==> config.mk <==
export PLATFORM = sky130hd
export DESIGN_NAME = fma_unit
export DESIGN_NICKNAME = d
export VERILOG_FILES = /design/src/verilog/fma_pkg.sv /design/src/verilog/fma_operand_prep.sv /design/src/verilog/fma_align_mult.sv /design/src/verilog/fma_pipe_reg.sv /design/src/verilog/fma_norm_round.sv /design/src/verilog/fma_unit.sv
export VERILOG_INCLUDE_DIRS = /design/src /design/src/verilog
export SDC_FILE = /design/constraint.sdc
export NUM_CORES = 1
export LEC_CHECK = 0
export BUFFER_PORTS_ARGS = -buffer_cell sky130_fd_sc_hd__buf_2
export CORE_MARGIN = 5
export CORE_UTILIZATION = 25
export DETAILED_ROUTE_END_ITERATION = 10
export HOLD_SLACK_MARGIN = 0.05
export PLACE_DENSITY_LB_ADDON = 0.05
export SLEW_MARGIN = 20
export SYNTH_ARGS = -nofsm -noshare
export SYNTH_HDL_FRONTEND = slang
export SYNTH_SLANG_ARGS = --single-unit
==> constraint.sdc <==
create_clock -name clk_i -period 16.9 [get_ports clk_i]
set_clock_uncertainty 0.1 [all_clocks]
set_input_delay 2.535 -clock clk_i [delete_from_list [all_inputs] [get_ports clk_i]]
set_output_delay 2.535 -clock clk_i [all_outputs]
set_load 0.02 [all_outputs]
==> src/verilog/fma_cfg.svh <==
// Binary16 only. The derived widths follow from the base macros, so change those as a set
`ifndef FMA_CFG_SVH
`define FMA_CFG_SVH

// Encoding of the one supported format
`define FMA_EXP_BITS 5
`define FMA_MAN_BITS 10
`define FMA_WIDTH 16
`define FMA_BIAS 15

// Datapath sizes, p includes the implicit bit
`define FMA_PREC_BITS 11
`define FMA_SUM_WIDTH (3*`FMA_PREC_BITS+4)
`define FMA_LOWER_SUM_WIDTH (2*`FMA_PREC_BITS+3)
`define FMA_LZC_WIDTH $clog2(`FMA_LOWER_SUM_WIDTH)
`define FMA_EXP_WIDTH ((`FMA_EXP_BITS+2 > `FMA_LZC_WIDTH) ? `FMA_EXP_BITS+2 : `FMA_LZC_WIDTH)
`define FMA_SHAMT_WIDTH $clog2(3*`FMA_PREC_BITS+3)

`endif

==> src/verilog/fma_pkg.sv <==
// Types for the binary16 FMA. Rounding mode codes follow RISC-V frm, and the DYN code is not decoded
`default_nettype none

`include "fma_cfg.svh"

package fma_pkg;

  typedef enum logic [1:0] {
    FMADD,  // a*b+c, op_mod gives FMSUB
    FNMSUB, // -a*b+c, op_mod gives FNMADD
    ADD,    // 1*b+c
    MUL     // a*b+(-0)
  } fma_op_e;

  typedef enum logic [2:0] {
    RNE = 3'b000,
    RTZ = 3'b001,
    RDN = 3'b010,
    RUP = 3'b011,
    RMM = 3'b100
  } round_mode_e;

  // Accrued exception flags in fflags order
  typedef struct packed {
    logic nv;
    logic dz; // No division here, always zero
    logic of;
    logic uf;
    logic nx;
  } fp_status_t;

  // ----------------------------------------------------------
  // Payload carried from the adder to normalization
  // ----------------------------------------------------------
  typedef struct packed {
    logic                            effective_subtraction;
    logic                            final_sign;
    logic [`FMA_EXP_WIDTH-1:0]       exponent_product;    // Signed
    logic [`FMA_EXP_WIDTH-1:0]       exponent_difference; // Signed
    logic [`FMA_EXP_WIDTH-1:0]       tentative_exponent;  // Signed
    logic [`FMA_SHAMT_WIDTH-1:0]     addend_shamt;
    logic                            sticky_before_add;
    logic [`FMA_SUM_WIDTH-1:0]       sum;
    round_mode_e                     rnd_mode;
    logic                            result_is_special;
    logic [`FMA_WIDTH-1:0]           special_result;
    fp_status_t                      special_status;
  } align_stage_t;

endpackage

`default_nettype wire

==> src/verilog/fma_operand_prep.sv <==
// Binary16 operands only. NaN results are always the canonical qNaN 7E00 and payloads are dropped
`timescale 1ns/100ps
`default_nettype none

`include "fma_cfg.svh"

module fma_operand_prep import fma_pkg::*; (
  input  wire logic [`FMA_WIDTH-1:0]     operand_a_i,
  input  wire logic [`FMA_WIDTH-1:0]     operand_b_i,
  input  wire logic [`FMA_WIDTH-1:0]     operand_c_i,
  input  wire fma_op_e                   op_i,
  input  wire logic                      op_mod_i,
  output logic                           sign_a_o,
  output logic                           sign_b_o,
  output logic                           sign_c_o,
  output logic [`FMA_EXP_BITS-1:0]       exp_a_o,
  output logic [`FMA_EXP_BITS-1:0]       exp_b_o,
  output logic [`FMA_EXP_BITS-1:0]       exp_c_o,
  output logic [`FMA_PREC_BITS-1:0]      mant_a_o,
  output logic [`FMA_PREC_BITS-1:0]      mant_b_o,
  output logic [`FMA_PREC_BITS-1:0]      mant_c_o,
  output logic                           subnormal_a_o,
  output logic                           subnormal_b_o,
  output logic                           normal_c_o,
  output logic                           zero_ab_o,
  output logic                           result_is_special_o,
  output logic [`FMA_WIDTH-1:0]          special_result_o,
  output fp_status_t                     special_status_o
);

  localparam logic [`FMA_WIDTH-1:0] ONE      = `FMA_WIDTH'(`FMA_BIAS) << `FMA_MAN_BITS;
  localparam logic [`FMA_WIDTH-1:0] NEG_ZERO = {1'b1, {(`FMA_WIDTH-1){1'b0}}};
  localparam logic [`FMA_WIDTH-1:0] QNAN     =
      {1'b0, {`FMA_EXP_BITS{1'b1}}, 1'b1, {(`FMA_MAN_BITS-1){1'b0}}};

  logic [2:0][`FMA_WIDTH-1:0] ops; // Adjusted operands, index 0 is a
  logic [2:0] is_zero, is_normal, is_inf, is_nan, is_snan;
  logic       effective_subtraction;
  logic       product_inf;

  // ----------------------------------------------------------
  // Operation adjustment on the raw encodings
  // ----------------------------------------------------------
  // ADD forces a to +1.0, MUL forces c to -0 so RDN keeps exact zeros right
  assign ops[0] = (op_i == ADD) ? ONE
                : {operand_a_i[`FMA_WIDTH-1] ^ (op_i == FNMSUB), operand_a_i[`FMA_WIDTH-2:0]};
  assign ops[1] = operand_b_i;
  assign ops[2] = (op_i == MUL) ? NEG_ZERO
                : {operand_c_i[`FMA_WIDTH-1] ^ op_mod_i, operand_c_i[`FMA_WIDTH-2:0]};

  // Classification, one slice per operand
  for (genvar i = 0; i < 3; i++) begin : gen_classify
    logic exp_zero, exp_ones, man_zero;
    assign exp_zero   = (ops[i][`FMA_MAN_BITS +: `FMA_EXP_BITS] == '0);
    assign exp_ones   = (ops[i][`FMA_MAN_BITS +: `FMA_EXP_BITS] == '1);
    assign man_zero   = (ops[i][`FMA_MAN_BITS-1:0] == '0);
    assign is_zero[i]   = exp_zero & man_zero;
    assign is_normal[i] = ~exp_zero & ~exp_ones;
    assign is_inf[i]    = exp_ones & man_zero;
    assign is_nan[i]    = exp_ones & ~man_zero;
    assign is_snan[i]   = is_nan[i] & ~ops[i][`FMA_MAN_BITS-1]; // Quiet bit clear
  end

  assign sign_a_o = ops[0][`FMA_WIDTH-1];
  assign sign_b_o = ops[1][`FMA_WIDTH-1];
  assign sign_c_o = ops[2][`FMA_WIDTH-1];
  assign exp_a_o  = ops[0][`FMA_MAN_BITS +: `FMA_EXP_BITS];
  assign exp_b_o  = ops[1][`FMA_MAN_BITS +: `FMA_EXP_BITS];
  assign exp_c_o  = ops[2][`FMA_MAN_BITS +: `FMA_EXP_BITS];
  assign mant_a_o = {is_normal[0], ops[0][`FMA_MAN_BITS-1:0]}; // Implicit bit from class
  assign mant_b_o = {is_normal[1], ops[1][`FMA_MAN_BITS-1:0]};
  assign mant_c_o = {is_normal[2], ops[2][`FMA_MAN_BITS-1:0]};

  assign subnormal_a_o = (exp_a_o == '0) & ~is_zero[0];
  assign subnormal_b_o = (exp_b_o == '0) & ~is_zero[1];
  assign normal_c_o    = is_normal[2];
  assign zero_ab_o     = is_zero[0] | is_zero[1];

  assign effective_subtraction = sign_a_o ^ sign_b_o ^ sign_c_o;
  assign product_inf           = is_inf[0] | is_inf[1];

  // ----------------------------------------------------------
  // Special cases, highest priority first
  // ----------------------------------------------------------
  always_comb begin : special_case
    result_is_special_o = 1'b0;
    special_result_o    = QNAN;
    special_status_o    = '0;
    if ((is_inf[0] && is_zero[1]) || (is_zero[0] && is_inf[1])) begin
      result_is_special_o = 1'b1;       // inf*0 is invalid even with a quiet NaN addend
      special_status_o.nv = 1'b1;
    end else if (|is_nan) begin
      result_is_special_o = 1'b1;
      special_status_o.nv = |is_snan;   // Only signalling inputs are invalid
    end else if (product_inf || is_inf[2]) begin
      result_is_special_o = 1'b1;
      if (product_inf && is_inf[2] && effective_subtraction) begin
        special_status_o.nv = 1'b1;     // inf - inf
      end else if (product_inf) begin
        special_result_o = {sign_a_o ^ sign_b_o, {`FMA_EXP_BITS{1'b1}}, {`FMA_MAN_BITS{1'b0}}};
      end else begin
        special_result_o = {sign_c_o, {`FMA_EXP_BITS{1'b1}}, {`FMA_MAN_BITS{1'b0}}};
      end
    end
  end

endmodule

`default_nettype wire

==> src/verilog/fma_align_mult.sv <==
// Assumes fields from fma_operand_prep. Results of the adder are only meaningful for finite inputs
`timescale 1ns/100ps
`default_nettype none

`include "fma_cfg.svh"

module fma_align_mult import fma_pkg::*; (
  input  wire logic                      sign_a_i,
  input  wire logic                      sign_b_i,
  input  wire logic                      sign_c_i,
  input  wire logic [`FMA_EXP_BITS-1:0]  exp_a_i,
  input  wire logic [`FMA_EXP_BITS-1:0]  exp_b_i,
  input  wire logic [`FMA_EXP_BITS-1:0]  exp_c_i,
  input  wire logic [`FMA_PREC_BITS-1:0] mant_a_i,
  input  wire logic [`FMA_PREC_BITS-1:0] mant_b_i,
  input  wire logic [`FMA_PREC_BITS-1:0] mant_c_i,
  input  wire logic                      subnormal_a_i,
  input  wire logic                      subnormal_b_i,
  input  wire logic                      normal_c_i,
  input  wire logic                      zero_ab_i,
  input  wire logic                      result_is_special_i,
  input  wire logic [`FMA_WIDTH-1:0]     special_result_i,
  input  wire fp_status_t                special_status_i,
  input  wire round_mode_e               rnd_mode_i,
  output align_stage_t                   stage_o
);

  localparam int unsigned P   = `FMA_PREC_BITS;
  localparam int unsigned SW  = `FMA_SUM_WIDTH;
  localparam int unsigned EW  = `FMA_EXP_WIDTH;
  localparam int unsigned SHW = `FMA_SHAMT_WIDTH;

  logic signed [EW-1:0] exponent_a, exponent_b, exponent_c;
  logic signed [EW-1:0] exponent_addend, exponent_product, exponent_difference;
  logic signed [EW-1:0] tentative_exponent;
  logic [SHW-1:0]       addend_shamt;
  logic                 effective_subtraction, tentative_sign;

  logic [2*P-1:0] product;            // p*p gives 2p bits
  logic [SW-1:0]  product_shifted;
  logic [SW-1:0]  addend_after_shift;
  logic [P-1:0]   addend_sticky_bits; // Up to p bits fall off the right
  logic [SW-1:0]  addend_shifted;
  logic           sticky_before_add, inject_carry_in;
  logic [SW:0]    sum_raw, sum_neg;   // One extra bit for the carry

  assign effective_subtraction = sign_a_i ^ sign_b_i ^ sign_c_i;
  assign tentative_sign        = sign_a_i ^ sign_b_i; // Guess the product sign wins

  // ----------------------------------------------------------
  // Exponent datapath
  // ----------------------------------------------------------
  assign exponent_a = {{(EW-`FMA_EXP_BITS){1'b0}}, exp_a_i};
  assign exponent_b = {{(EW-`FMA_EXP_BITS){1'b0}}, exp_b_i};
  assign exponent_c = {{(EW-`FMA_EXP_BITS){1'b0}}, exp_c_i};

  // Subnormals act as exponent 1
  assign exponent_addend  = exponent_c + {{(EW-1){1'b0}}, ~normal_c_i};
  assign exponent_product = zero_ab_i ? EW'(2 - `FMA_BIAS)  // Zero product sits at the bottom
                          : exponent_a + EW'(subnormal_a_i) + exponent_b + EW'(subnormal_b_i)
                            - EW'(`FMA_BIAS);
  assign exponent_difference = exponent_addend - exponent_product;
  assign tentative_exponent  = (exponent_difference > 0) ? exponent_addend : exponent_product;

  always_comb begin : addend_shift_amount
    if (exponent_difference <= -2 * int'(P) - 1)
      addend_shamt = SHW'(3 * P + 4);                          // Addend only in sticky
    else if (exponent_difference <= int'(P) + 2)
      addend_shamt = SHW'(int'(P) + 3 - exponent_difference);  // Overlapping bits
    else
      addend_shamt = '0;                                       // Product only in sticky
  end

  // ----------------------------------------------------------
  // Product and addend alignment
  // ----------------------------------------------------------
  assign product         = mant_a_i * mant_b_i;
  assign product_shifted = {{(P+2){1'b0}}, product, 2'b00}; // Round and sticky room

  // Start the addend left of the whole field, then shift right
  assign {addend_after_shift, addend_sticky_bits} = {mant_c_i, {SW{1'b0}}} >> addend_shamt;
  assign sticky_before_add = |addend_sticky_bits;

  assign addend_shifted  = effective_subtraction ? ~addend_after_shift : addend_after_shift;
  assign inject_carry_in = effective_subtraction & ~sticky_before_add; // Two's complement +1

  assign sum_raw = product_shifted + addend_shifted + (SW+1)'(inject_carry_in);
  assign sum_neg = ~sum_raw + 1'b1;

  always_comb begin : pack_stage
    stage_o.effective_subtraction = effective_subtraction;
    // A missing carry on subtraction means the addend was larger
    stage_o.final_sign = effective_subtraction ? (sum_raw[SW] == tentative_sign)
                                               : tentative_sign;
    stage_o.exponent_product    = exponent_product;
    stage_o.exponent_difference = exponent_difference;
    stage_o.tentative_exponent  = tentative_exponent;
    stage_o.addend_shamt        = addend_shamt;
    stage_o.sticky_before_add   = sticky_before_add;
    stage_o.sum = (effective_subtraction && !sum_raw[SW]) ? sum_neg[SW-1:0] : sum_raw[SW-1:0];
    stage_o.rnd_mode            = rnd_mode_i;
    stage_o.result_is_special   = result_is_special_i;
    stage_o.special_result      = special_result_i;
    stage_o.special_status      = special_status_i;
  end

endmodule

`default_nettype wire

==> src/verilog/fma_pipe_reg.sv <==
// One-entry valid/ready slot. ready_o depends combinationally on ready_i
`timescale 1ns/100ps
`default_nettype none

module fma_pipe_reg #(
  parameter int unsigned DATA_WIDTH = 16
) (
  input  wire logic                  clk_i,
  input  wire logic                  rst_i,
  input  wire logic                  valid_i,
  output logic                       ready_o,
  input  wire logic [DATA_WIDTH-1:0] data_i,
  output logic                       valid_o,
  input  wire logic                  ready_i,
  output logic [DATA_WIDTH-1:0]      data_o
);

  logic                  valid_q;
  logic [DATA_WIDTH-1:0] data_q;

  // Accept when empty or when the held item leaves this cycle
  assign ready_o = ~valid_q | ready_i;

  always_ff @(posedge clk_i) begin
    if (rst_i)
      valid_q <= 1'b0;
    else if (ready_o)
      valid_q <= valid_i; // Bubble if nothing arrives
  end

  always_ff @(posedge clk_i) begin
    if (ready_o)
      data_q <= data_i;
  end

  assign valid_o = valid_q;
  assign data_o  = data_q;

endmodule

`default_nettype wire

==> src/verilog/fma_norm_round.sv <==
// Binary16 result path. Underflow is detected after rounding, as RISC-V requires
`timescale 1ns/100ps
`default_nettype none

`include "fma_cfg.svh"

module fma_norm_round import fma_pkg::*; (
  input  wire align_stage_t          stage_i,
  output logic [`FMA_WIDTH-1:0]      result_o,
  output fp_status_t                 status_o
);

  localparam int unsigned P   = `FMA_PREC_BITS;
  localparam int unsigned SW  = `FMA_SUM_WIDTH;
  localparam int unsigned LSW = `FMA_LOWER_SUM_WIDTH;
  localparam int unsigned LZW = `FMA_LZC_WIDTH;
  localparam int unsigned EW  = `FMA_EXP_WIDTH;
  localparam int unsigned SHW = `FMA_SHAMT_WIDTH;
  localparam int unsigned AW  = `FMA_EXP_BITS + `FMA_MAN_BITS; // Magnitude width

  logic signed [EW-1:0] exponent_product, exponent_difference, tentative_exponent;
  logic [LSW-1:0]       sum_lower;
  logic [LZW-1:0]       leading_zero_count;
  logic signed [LZW:0]  leading_zero_count_sgn;
  logic                 lzc_zeroes;
  logic [SHW-1:0]       norm_shamt;
  logic signed [EW-1:0] normalized_exponent, final_exponent;
  logic [SW:0]          sum_shifted;       // Carry bit on top
  logic [P:0]           final_mantissa;    // Mantissa plus round bit
  logic [LSW-1:0]       sum_sticky_bits;
  logic                 sticky_after_norm;

  logic          of_before_round, of_after_round, uf_after_round;
  logic [AW-1:0] pre_round_abs, rounded_abs;
  logic [1:0]    round_sticky_bits;
  logic          round_up, result_zero, rounded_sign;
  logic [`FMA_WIDTH-1:0] regular_result;
  fp_status_t    regular_status;

  assign exponent_product    = stage_i.exponent_product;
  assign exponent_difference = stage_i.exponent_difference;
  assign tentative_exponent  = stage_i.tentative_exponent;

  // ----------------------------------------------------------
  // Leading-zero count over the lower 2p+3 bits
  // ----------------------------------------------------------
  assign sum_lower  = stage_i.sum[LSW-1:0];
  assign lzc_zeroes = ~|sum_lower;

  always_comb begin : lzc
    leading_zero_count = '0;
    for (int i = 0; i < LSW; i++) begin
      if (sum_lower[i])
        leading_zero_count = LZW'(LSW - 1 - i); // Highest set bit wins
    end
  end

  assign leading_zero_count_sgn = signed'({1'b0, leading_zero_count});

  always_comb begin : norm_shift_amount
    if ((exponent_difference <= 0) ||
        (stage_i.effective_subtraction && (exponent_difference <= 2))) begin
      // Product anchored or heavy cancellation
      if ((exponent_product - leading_zero_count_sgn + 1 >= 0) && !lzc_zeroes) begin
        norm_shamt          = SHW'(P + 2 + leading_zero_count);
        normalized_exponent = EW'(exponent_product - leading_zero_count_sgn + 1);
      end else begin
        norm_shamt          = SHW'(int'(P) + 2 + exponent_product); // Capped at subnormal
        normalized_exponent = '0;
      end
    end else begin
      norm_shamt          = stage_i.addend_shamt; // Addend anchored, undo alignment
      normalized_exponent = tentative_exponent;
    end
  end

  assign sum_shifted = {1'b0, stage_i.sum} << norm_shamt;

  // Leading one may still sit one place off
  always_comb begin : small_norm
    {final_mantissa, sum_sticky_bits} = sum_shifted[SW-1:0];
    final_exponent                    = normalized_exponent;
    if (sum_shifted[SW]) begin
      {final_mantissa, sum_sticky_bits} = sum_shifted[SW:1];
      final_exponent                    = normalized_exponent + 1'b1;
    end else if (sum_shifted[SW-1]) begin
      final_exponent = normalized_exponent; // Already normal
    end else if (normalized_exponent > 1) begin
      {final_mantissa, sum_sticky_bits} = {sum_shifted[SW-2:0], 1'b0};
      final_exponent                    = normalized_exponent - 1'b1;
    end else begin
      final_exponent = '0; // Subnormal
    end
  end

  assign sticky_after_norm = (|sum_sticky_bits) | stage_i.sticky_before_add;

  // ----------------------------------------------------------
  // Rounding and flags
  // ----------------------------------------------------------
  assign of_before_round = final_exponent >= 2**`FMA_EXP_BITS - 1;

  // Overflow saturates to max finite and lets the rounder decide on infinity
  assign pre_round_abs = of_before_round ? {{(`FMA_EXP_BITS-1){1'b1}}, 1'b0, {`FMA_MAN_BITS{1'b1}}}
                       : {final_exponent[`FMA_EXP_BITS-1:0], final_mantissa[P-1:1]};
  assign round_sticky_bits = {final_mantissa[0] | of_before_round,
                              sticky_after_norm | of_before_round};

  always_comb begin : round_decision
    unique case (stage_i.rnd_mode)
      RNE:     round_up = round_sticky_bits[1] & (round_sticky_bits[0] | pre_round_abs[0]);
      RTZ:     round_up = 1'b0;
      RDN:     round_up = (|round_sticky_bits) & stage_i.final_sign;
      RUP:     round_up = (|round_sticky_bits) & ~stage_i.final_sign;
      RMM:     round_up = round_sticky_bits[1]; // Ties away from zero
      default: round_up = 1'b0;
    endcase
  end

  assign rounded_abs = pre_round_abs + AW'(round_up);       // Carry may bump the exponent
  assign result_zero = (pre_round_abs == '0) && (round_sticky_bits == 2'b00);
  // Exact cancellation is +0, or -0 when rounding down
  assign rounded_sign = (result_zero && stage_i.effective_subtraction)
                      ? (stage_i.rnd_mode == RDN) : stage_i.final_sign;

  assign of_after_round = (rounded_abs[AW-1:`FMA_MAN_BITS] == '1);
  assign uf_after_round = (rounded_abs[AW-1:`FMA_MAN_BITS] == '0) & ~result_zero;

  assign regular_result    = {rounded_sign, rounded_abs};
  assign regular_status.nv = 1'b0;
  assign regular_status.dz = 1'b0;
  assign regular_status.of = of_before_round | of_after_round;
  assign regular_status.uf = uf_after_round;
  assign regular_status.nx = (|round_sticky_bits) | of_before_round | of_after_round;

  assign result_o = stage_i.result_is_special ? stage_i.special_result : regular_result;
  assign status_o = stage_i.result_is_special ? stage_i.special_status : regular_status;

endmodule

`default_nettype wire

==> src/verilog/fma_unit.sv <==
// Two-stage binary16 FMA with valid/ready at both ends. in_ready_o follows out_ready_i combinationally
`timescale 1ns/100ps
`default_nettype none

`include "fma_cfg.svh"

module fma_unit import fma_pkg::*; (
  input  wire logic                  clk_i,
  input  wire logic                  rst_i,
  input  wire logic [`FMA_WIDTH-1:0] operand_a_i,
  input  wire logic [`FMA_WIDTH-1:0] operand_b_i,
  input  wire logic [`FMA_WIDTH-1:0] operand_c_i,
  input  wire fma_op_e               op_i,
  input  wire logic                  op_mod_i,
  input  wire round_mode_e           rnd_mode_i,
  input  wire logic                  in_valid_i,
  output logic                       in_ready_o,
  output logic [`FMA_WIDTH-1:0]      result_o,
  output fp_status_t                 status_o,
  output logic                       out_valid_o,
  input  wire logic                  out_ready_i
);

  localparam int unsigned OUT_WIDTH = `FMA_WIDTH + $bits(fp_status_t);

  logic                       sign_a, sign_b, sign_c;
  logic [`FMA_EXP_BITS-1:0]   exp_a, exp_b, exp_c;
  logic [`FMA_PREC_BITS-1:0]  mant_a, mant_b, mant_c;
  logic                       subnormal_a, subnormal_b, normal_c, zero_ab;
  logic                       result_is_special;
  logic [`FMA_WIDTH-1:0]      special_result, norm_result;
  fp_status_t                 special_status, norm_status;
  align_stage_t               stage1_d, stage1_q;
  logic                       stage1_valid, stage2_ready;
  logic [OUT_WIDTH-1:0]       stage2_d, stage2_q;

  // ----------------------------------------------------------
  // Stage 1 logic: unpack, multiply, align, add
  // ----------------------------------------------------------
  fma_operand_prep u_prep (
    .operand_a_i, .operand_b_i, .operand_c_i, .op_i, .op_mod_i,
    .sign_a_o (sign_a), .sign_b_o (sign_b), .sign_c_o (sign_c),
    .exp_a_o (exp_a), .exp_b_o (exp_b), .exp_c_o (exp_c),
    .mant_a_o (mant_a), .mant_b_o (mant_b), .mant_c_o (mant_c),
    .subnormal_a_o (subnormal_a), .subnormal_b_o (subnormal_b),
    .normal_c_o (normal_c), .zero_ab_o (zero_ab),
    .result_is_special_o (result_is_special),
    .special_result_o (special_result), .special_status_o (special_status)
  );

  fma_align_mult u_align (
    .sign_a_i (sign_a), .sign_b_i (sign_b), .sign_c_i (sign_c),
    .exp_a_i (exp_a), .exp_b_i (exp_b), .exp_c_i (exp_c),
    .mant_a_i (mant_a), .mant_b_i (mant_b), .mant_c_i (mant_c),
    .subnormal_a_i (subnormal_a), .subnormal_b_i (subnormal_b),
    .normal_c_i (normal_c), .zero_ab_i (zero_ab),
    .result_is_special_i (result_is_special),
    .special_result_i (special_result), .special_status_i (special_status),
    .rnd_mode_i, .stage_o (stage1_d)
  );

  fma_pipe_reg #(.DATA_WIDTH ($bits(align_stage_t))) u_stage1 (
    .clk_i, .rst_i,
    .valid_i (in_valid_i), .ready_o (in_ready_o), .data_i (stage1_d),
    .valid_o (stage1_valid), .ready_i (stage2_ready), .data_o (stage1_q)
  );

  // ----------------------------------------------------------
  // Stage 2 logic: normalize, round, pick special result
  // ----------------------------------------------------------
  fma_norm_round u_norm (
    .stage_i (stage1_q), .result_o (norm_result), .status_o (norm_status)
  );

  assign stage2_d = {norm_result, norm_status};

  fma_pipe_reg #(.DATA_WIDTH (OUT_WIDTH)) u_stage2 (
    .clk_i, .rst_i,
    .valid_i (stage1_valid), .ready_o (stage2_ready), .data_i (stage2_d),
    .valid_o (out_valid_o), .ready_i (out_ready_i), .data_o (stage2_q)
  );

  assign {result_o, status_o} = stage2_q;

endmodule

`default_nettype wire

==> run metrics <==
Fin. Hold Viols=0; CTS Buffer Depth=2; RSZ-0062 raised after global routing=false; final instance area=0.0205 mm2; drt pass-1 iters=6; clock-pin slew on the worst setup and hold paths=0.07 ns; CTS Hold Bufs=0; Setup crit start=operand_a_i[14]; Starting Density=25.1%; area leader, netlist=edfxtp_1; Vias per Instance=5.57; CP Data Arrival Time=14.94 ns; Layout Nets=2680; Starting DRT DRC Count=1349; DIE HEIGHT=285 um; run status=completed; final period utilization=88.4%; H-Tree Level Count=3; Overflow after GRT=0; data required time of the worst path=16.90 ns; largest net degree at the start of global routing=63; area share of the largest cell type after synthesis=14.9%; post-route ant nets=0; clock sinks=96; min cycle time layout=14.94 ns; cts bufs inserted=9; clock root cell=clkbuf_16; clock latency on the worst-skew pair=0.37 ns; Antenna Cells=0; post-synthesis async set-or-reset flop share=0%; Most used DFF post-synth=edfxtp_1; FP Rows=101; fmax=0.0669 GHz; layout cells sized above 1=9.09%; RR Startpoint=u_stage1.data_o[27]; setup TNS=0 ns; Tot GR Track Use=18.8%; die extent in x=285 um; count leader, synth=nand2_1; # setup viols final=0; vias in the first global route=18959; Core Footprint=0.0756 mm2; I/O pin total=81; global-route wire length before repair=120000 um; CTS tree=yes; startpoint class of the critical path=input port; crit-path max FO=18; Mapped Nets=2704; Netlist cell types=112; Total Wirelength=78500 um; Max Slew Vio Count=0; Crit Path Category=input port to register; #FFs+latches synth=96; register area share after synthesis=15.1%; total die area=0.0814 mm2; post-DP HPWL=63800 um; CP endpoint kind=register; Syn Inst Count=2439; list of most frequent post-synthesis cells=nand2_1 (268), inv_1 (166), a21oi_1 (142); CP max stage cell=clkinv_1; Worst-Margin Slew=1.05 ns; hold_sp=u_stage1.valid_o; Cell Area, Placed=0.0202 mm2; relative slew slack=29.7%; initial antenna violation count=0; Area Overhead vs Synth=8.05%; vias=18919; EDFF count, synth=94; Mean Syn Cell Area=7.77 um2; fill count=8270; Yosys Warn Count=0; PortBufs=79; mapped cell area=0.0189 mm2; DRC=0; synth top area cells=edfxtp_1 (15%), fa_1 (8.8%), ha_1 (8.2%); cts repair resizes=0; Setup Fix Bufs, Post-CTS=0; GP Congestion=0.904; wire per inst=23.1 um; cell mode on critical path=ha_1; MaxCap Viol Count=0; Crit path largest cell delay=0.60 ns; hold crit path type=register to register
per-stage QoR:
step | util, % | worst slack [ns] | std cells | hold WS (ns)
after detailed placement | 26.7 | 1.91 | 3382 | 0.427
after global placement | 26.7 | 2.07 | 3382 | 0.413
final | 27.1 | 1.96 | 3398 | 0.438
after CTS | 27.1 | 2.22 | 3398 | 0.438
after floorplan | - | 4.24 | 2439 | 0.363
after global routing | 27.1 | 0.875 | 3398 | 0.453
cell families (layout without fill, tap and decap cells):
family	count (synthesis)	after routing	share of synthesized area, %
other	1	1	0.0198
XOR/XNOR	154	154	7.27
flip-flops	96	96	15.1
buffers and inverters	316	297	6.91
adder cells (fa/ha/maj)	207	207	17.0
AND/OR/NAND/NOR	878	878	23.4
multiplexers	57	57	3.20
AO/OA/AOI/OAI	730	730	27.1
cell usage in the layout, fill, tap and decap left out, types with 32 or more instances in the layout:
cell type,instances
a211oi_1,39
a21o_1,32
a21oi_1,142
a31oi_1,47
and2_1,36
and3_1,75
buf_2,79
edfxtp_1,94
fa_1,83
ha_1,124
inv_1,165
mux2i_1,41
nand2_1,267
nand3_1,97
nand4_1,34
nor2_1,138
nor3_1,61
o211ai_1,45
o21ai_0,116
xnor2_1,109
xor2_1,42
area by class of cell:
class	count	area, um2	area share (%)
well taps	978	1220	5.98
inverters	173	649	3.17
flip-flops and latches	96	2860	14.0
clock buffers	10	229	1.12
repair buffers	108	613	3.00
clock inverters	6	67.6	0.330
multi-input cells	2027	14800	72.4
sequential cells by signal, indices dropped and copies added (netlist names):
name	flops
u_stage2.data_o	20
u_stage1.valid_o	1
u_stage1.data_o	74
u_stage2.valid_o	1
layer usage:
metal	global-route usage (%)	wire length (um)	up-vias
met4	3.98	1530	0
met5	0	0	-
met3	1.05	2080	59
met1	24.0	34400	9469
met2	34.9	40500	420
li1	-	-	8971
worst paths after layout:
kind / to / slack [ns] / cells after the start
hold reg to reg: u_stage2.valid_o / 0.44 / 2
hold / removal: u_stage2.valid_o / 0.44 / 2
setup / recovery: u_stage1.data_o[61] / 1.96 / 45
setup reg to reg: u_stage2.data_o[2] / 5.69 / 36
worst max-delay path, delay by kind of cell:
family / cells / cell delay, ns
AND/OR/NAND/NOR: 17 / 4.59
XOR/XNOR: 4 / 0.89
adder cells (fa/ha/maj): 6 / 2.05
AO/OA/AOI/OAI: 14 / 3.86
buffers and inverters: 4 / 0.98
Power is left out: the tool's default activity adds up to more than one toggle a clock period on the data nets, which glitch-free logic cannot reach.
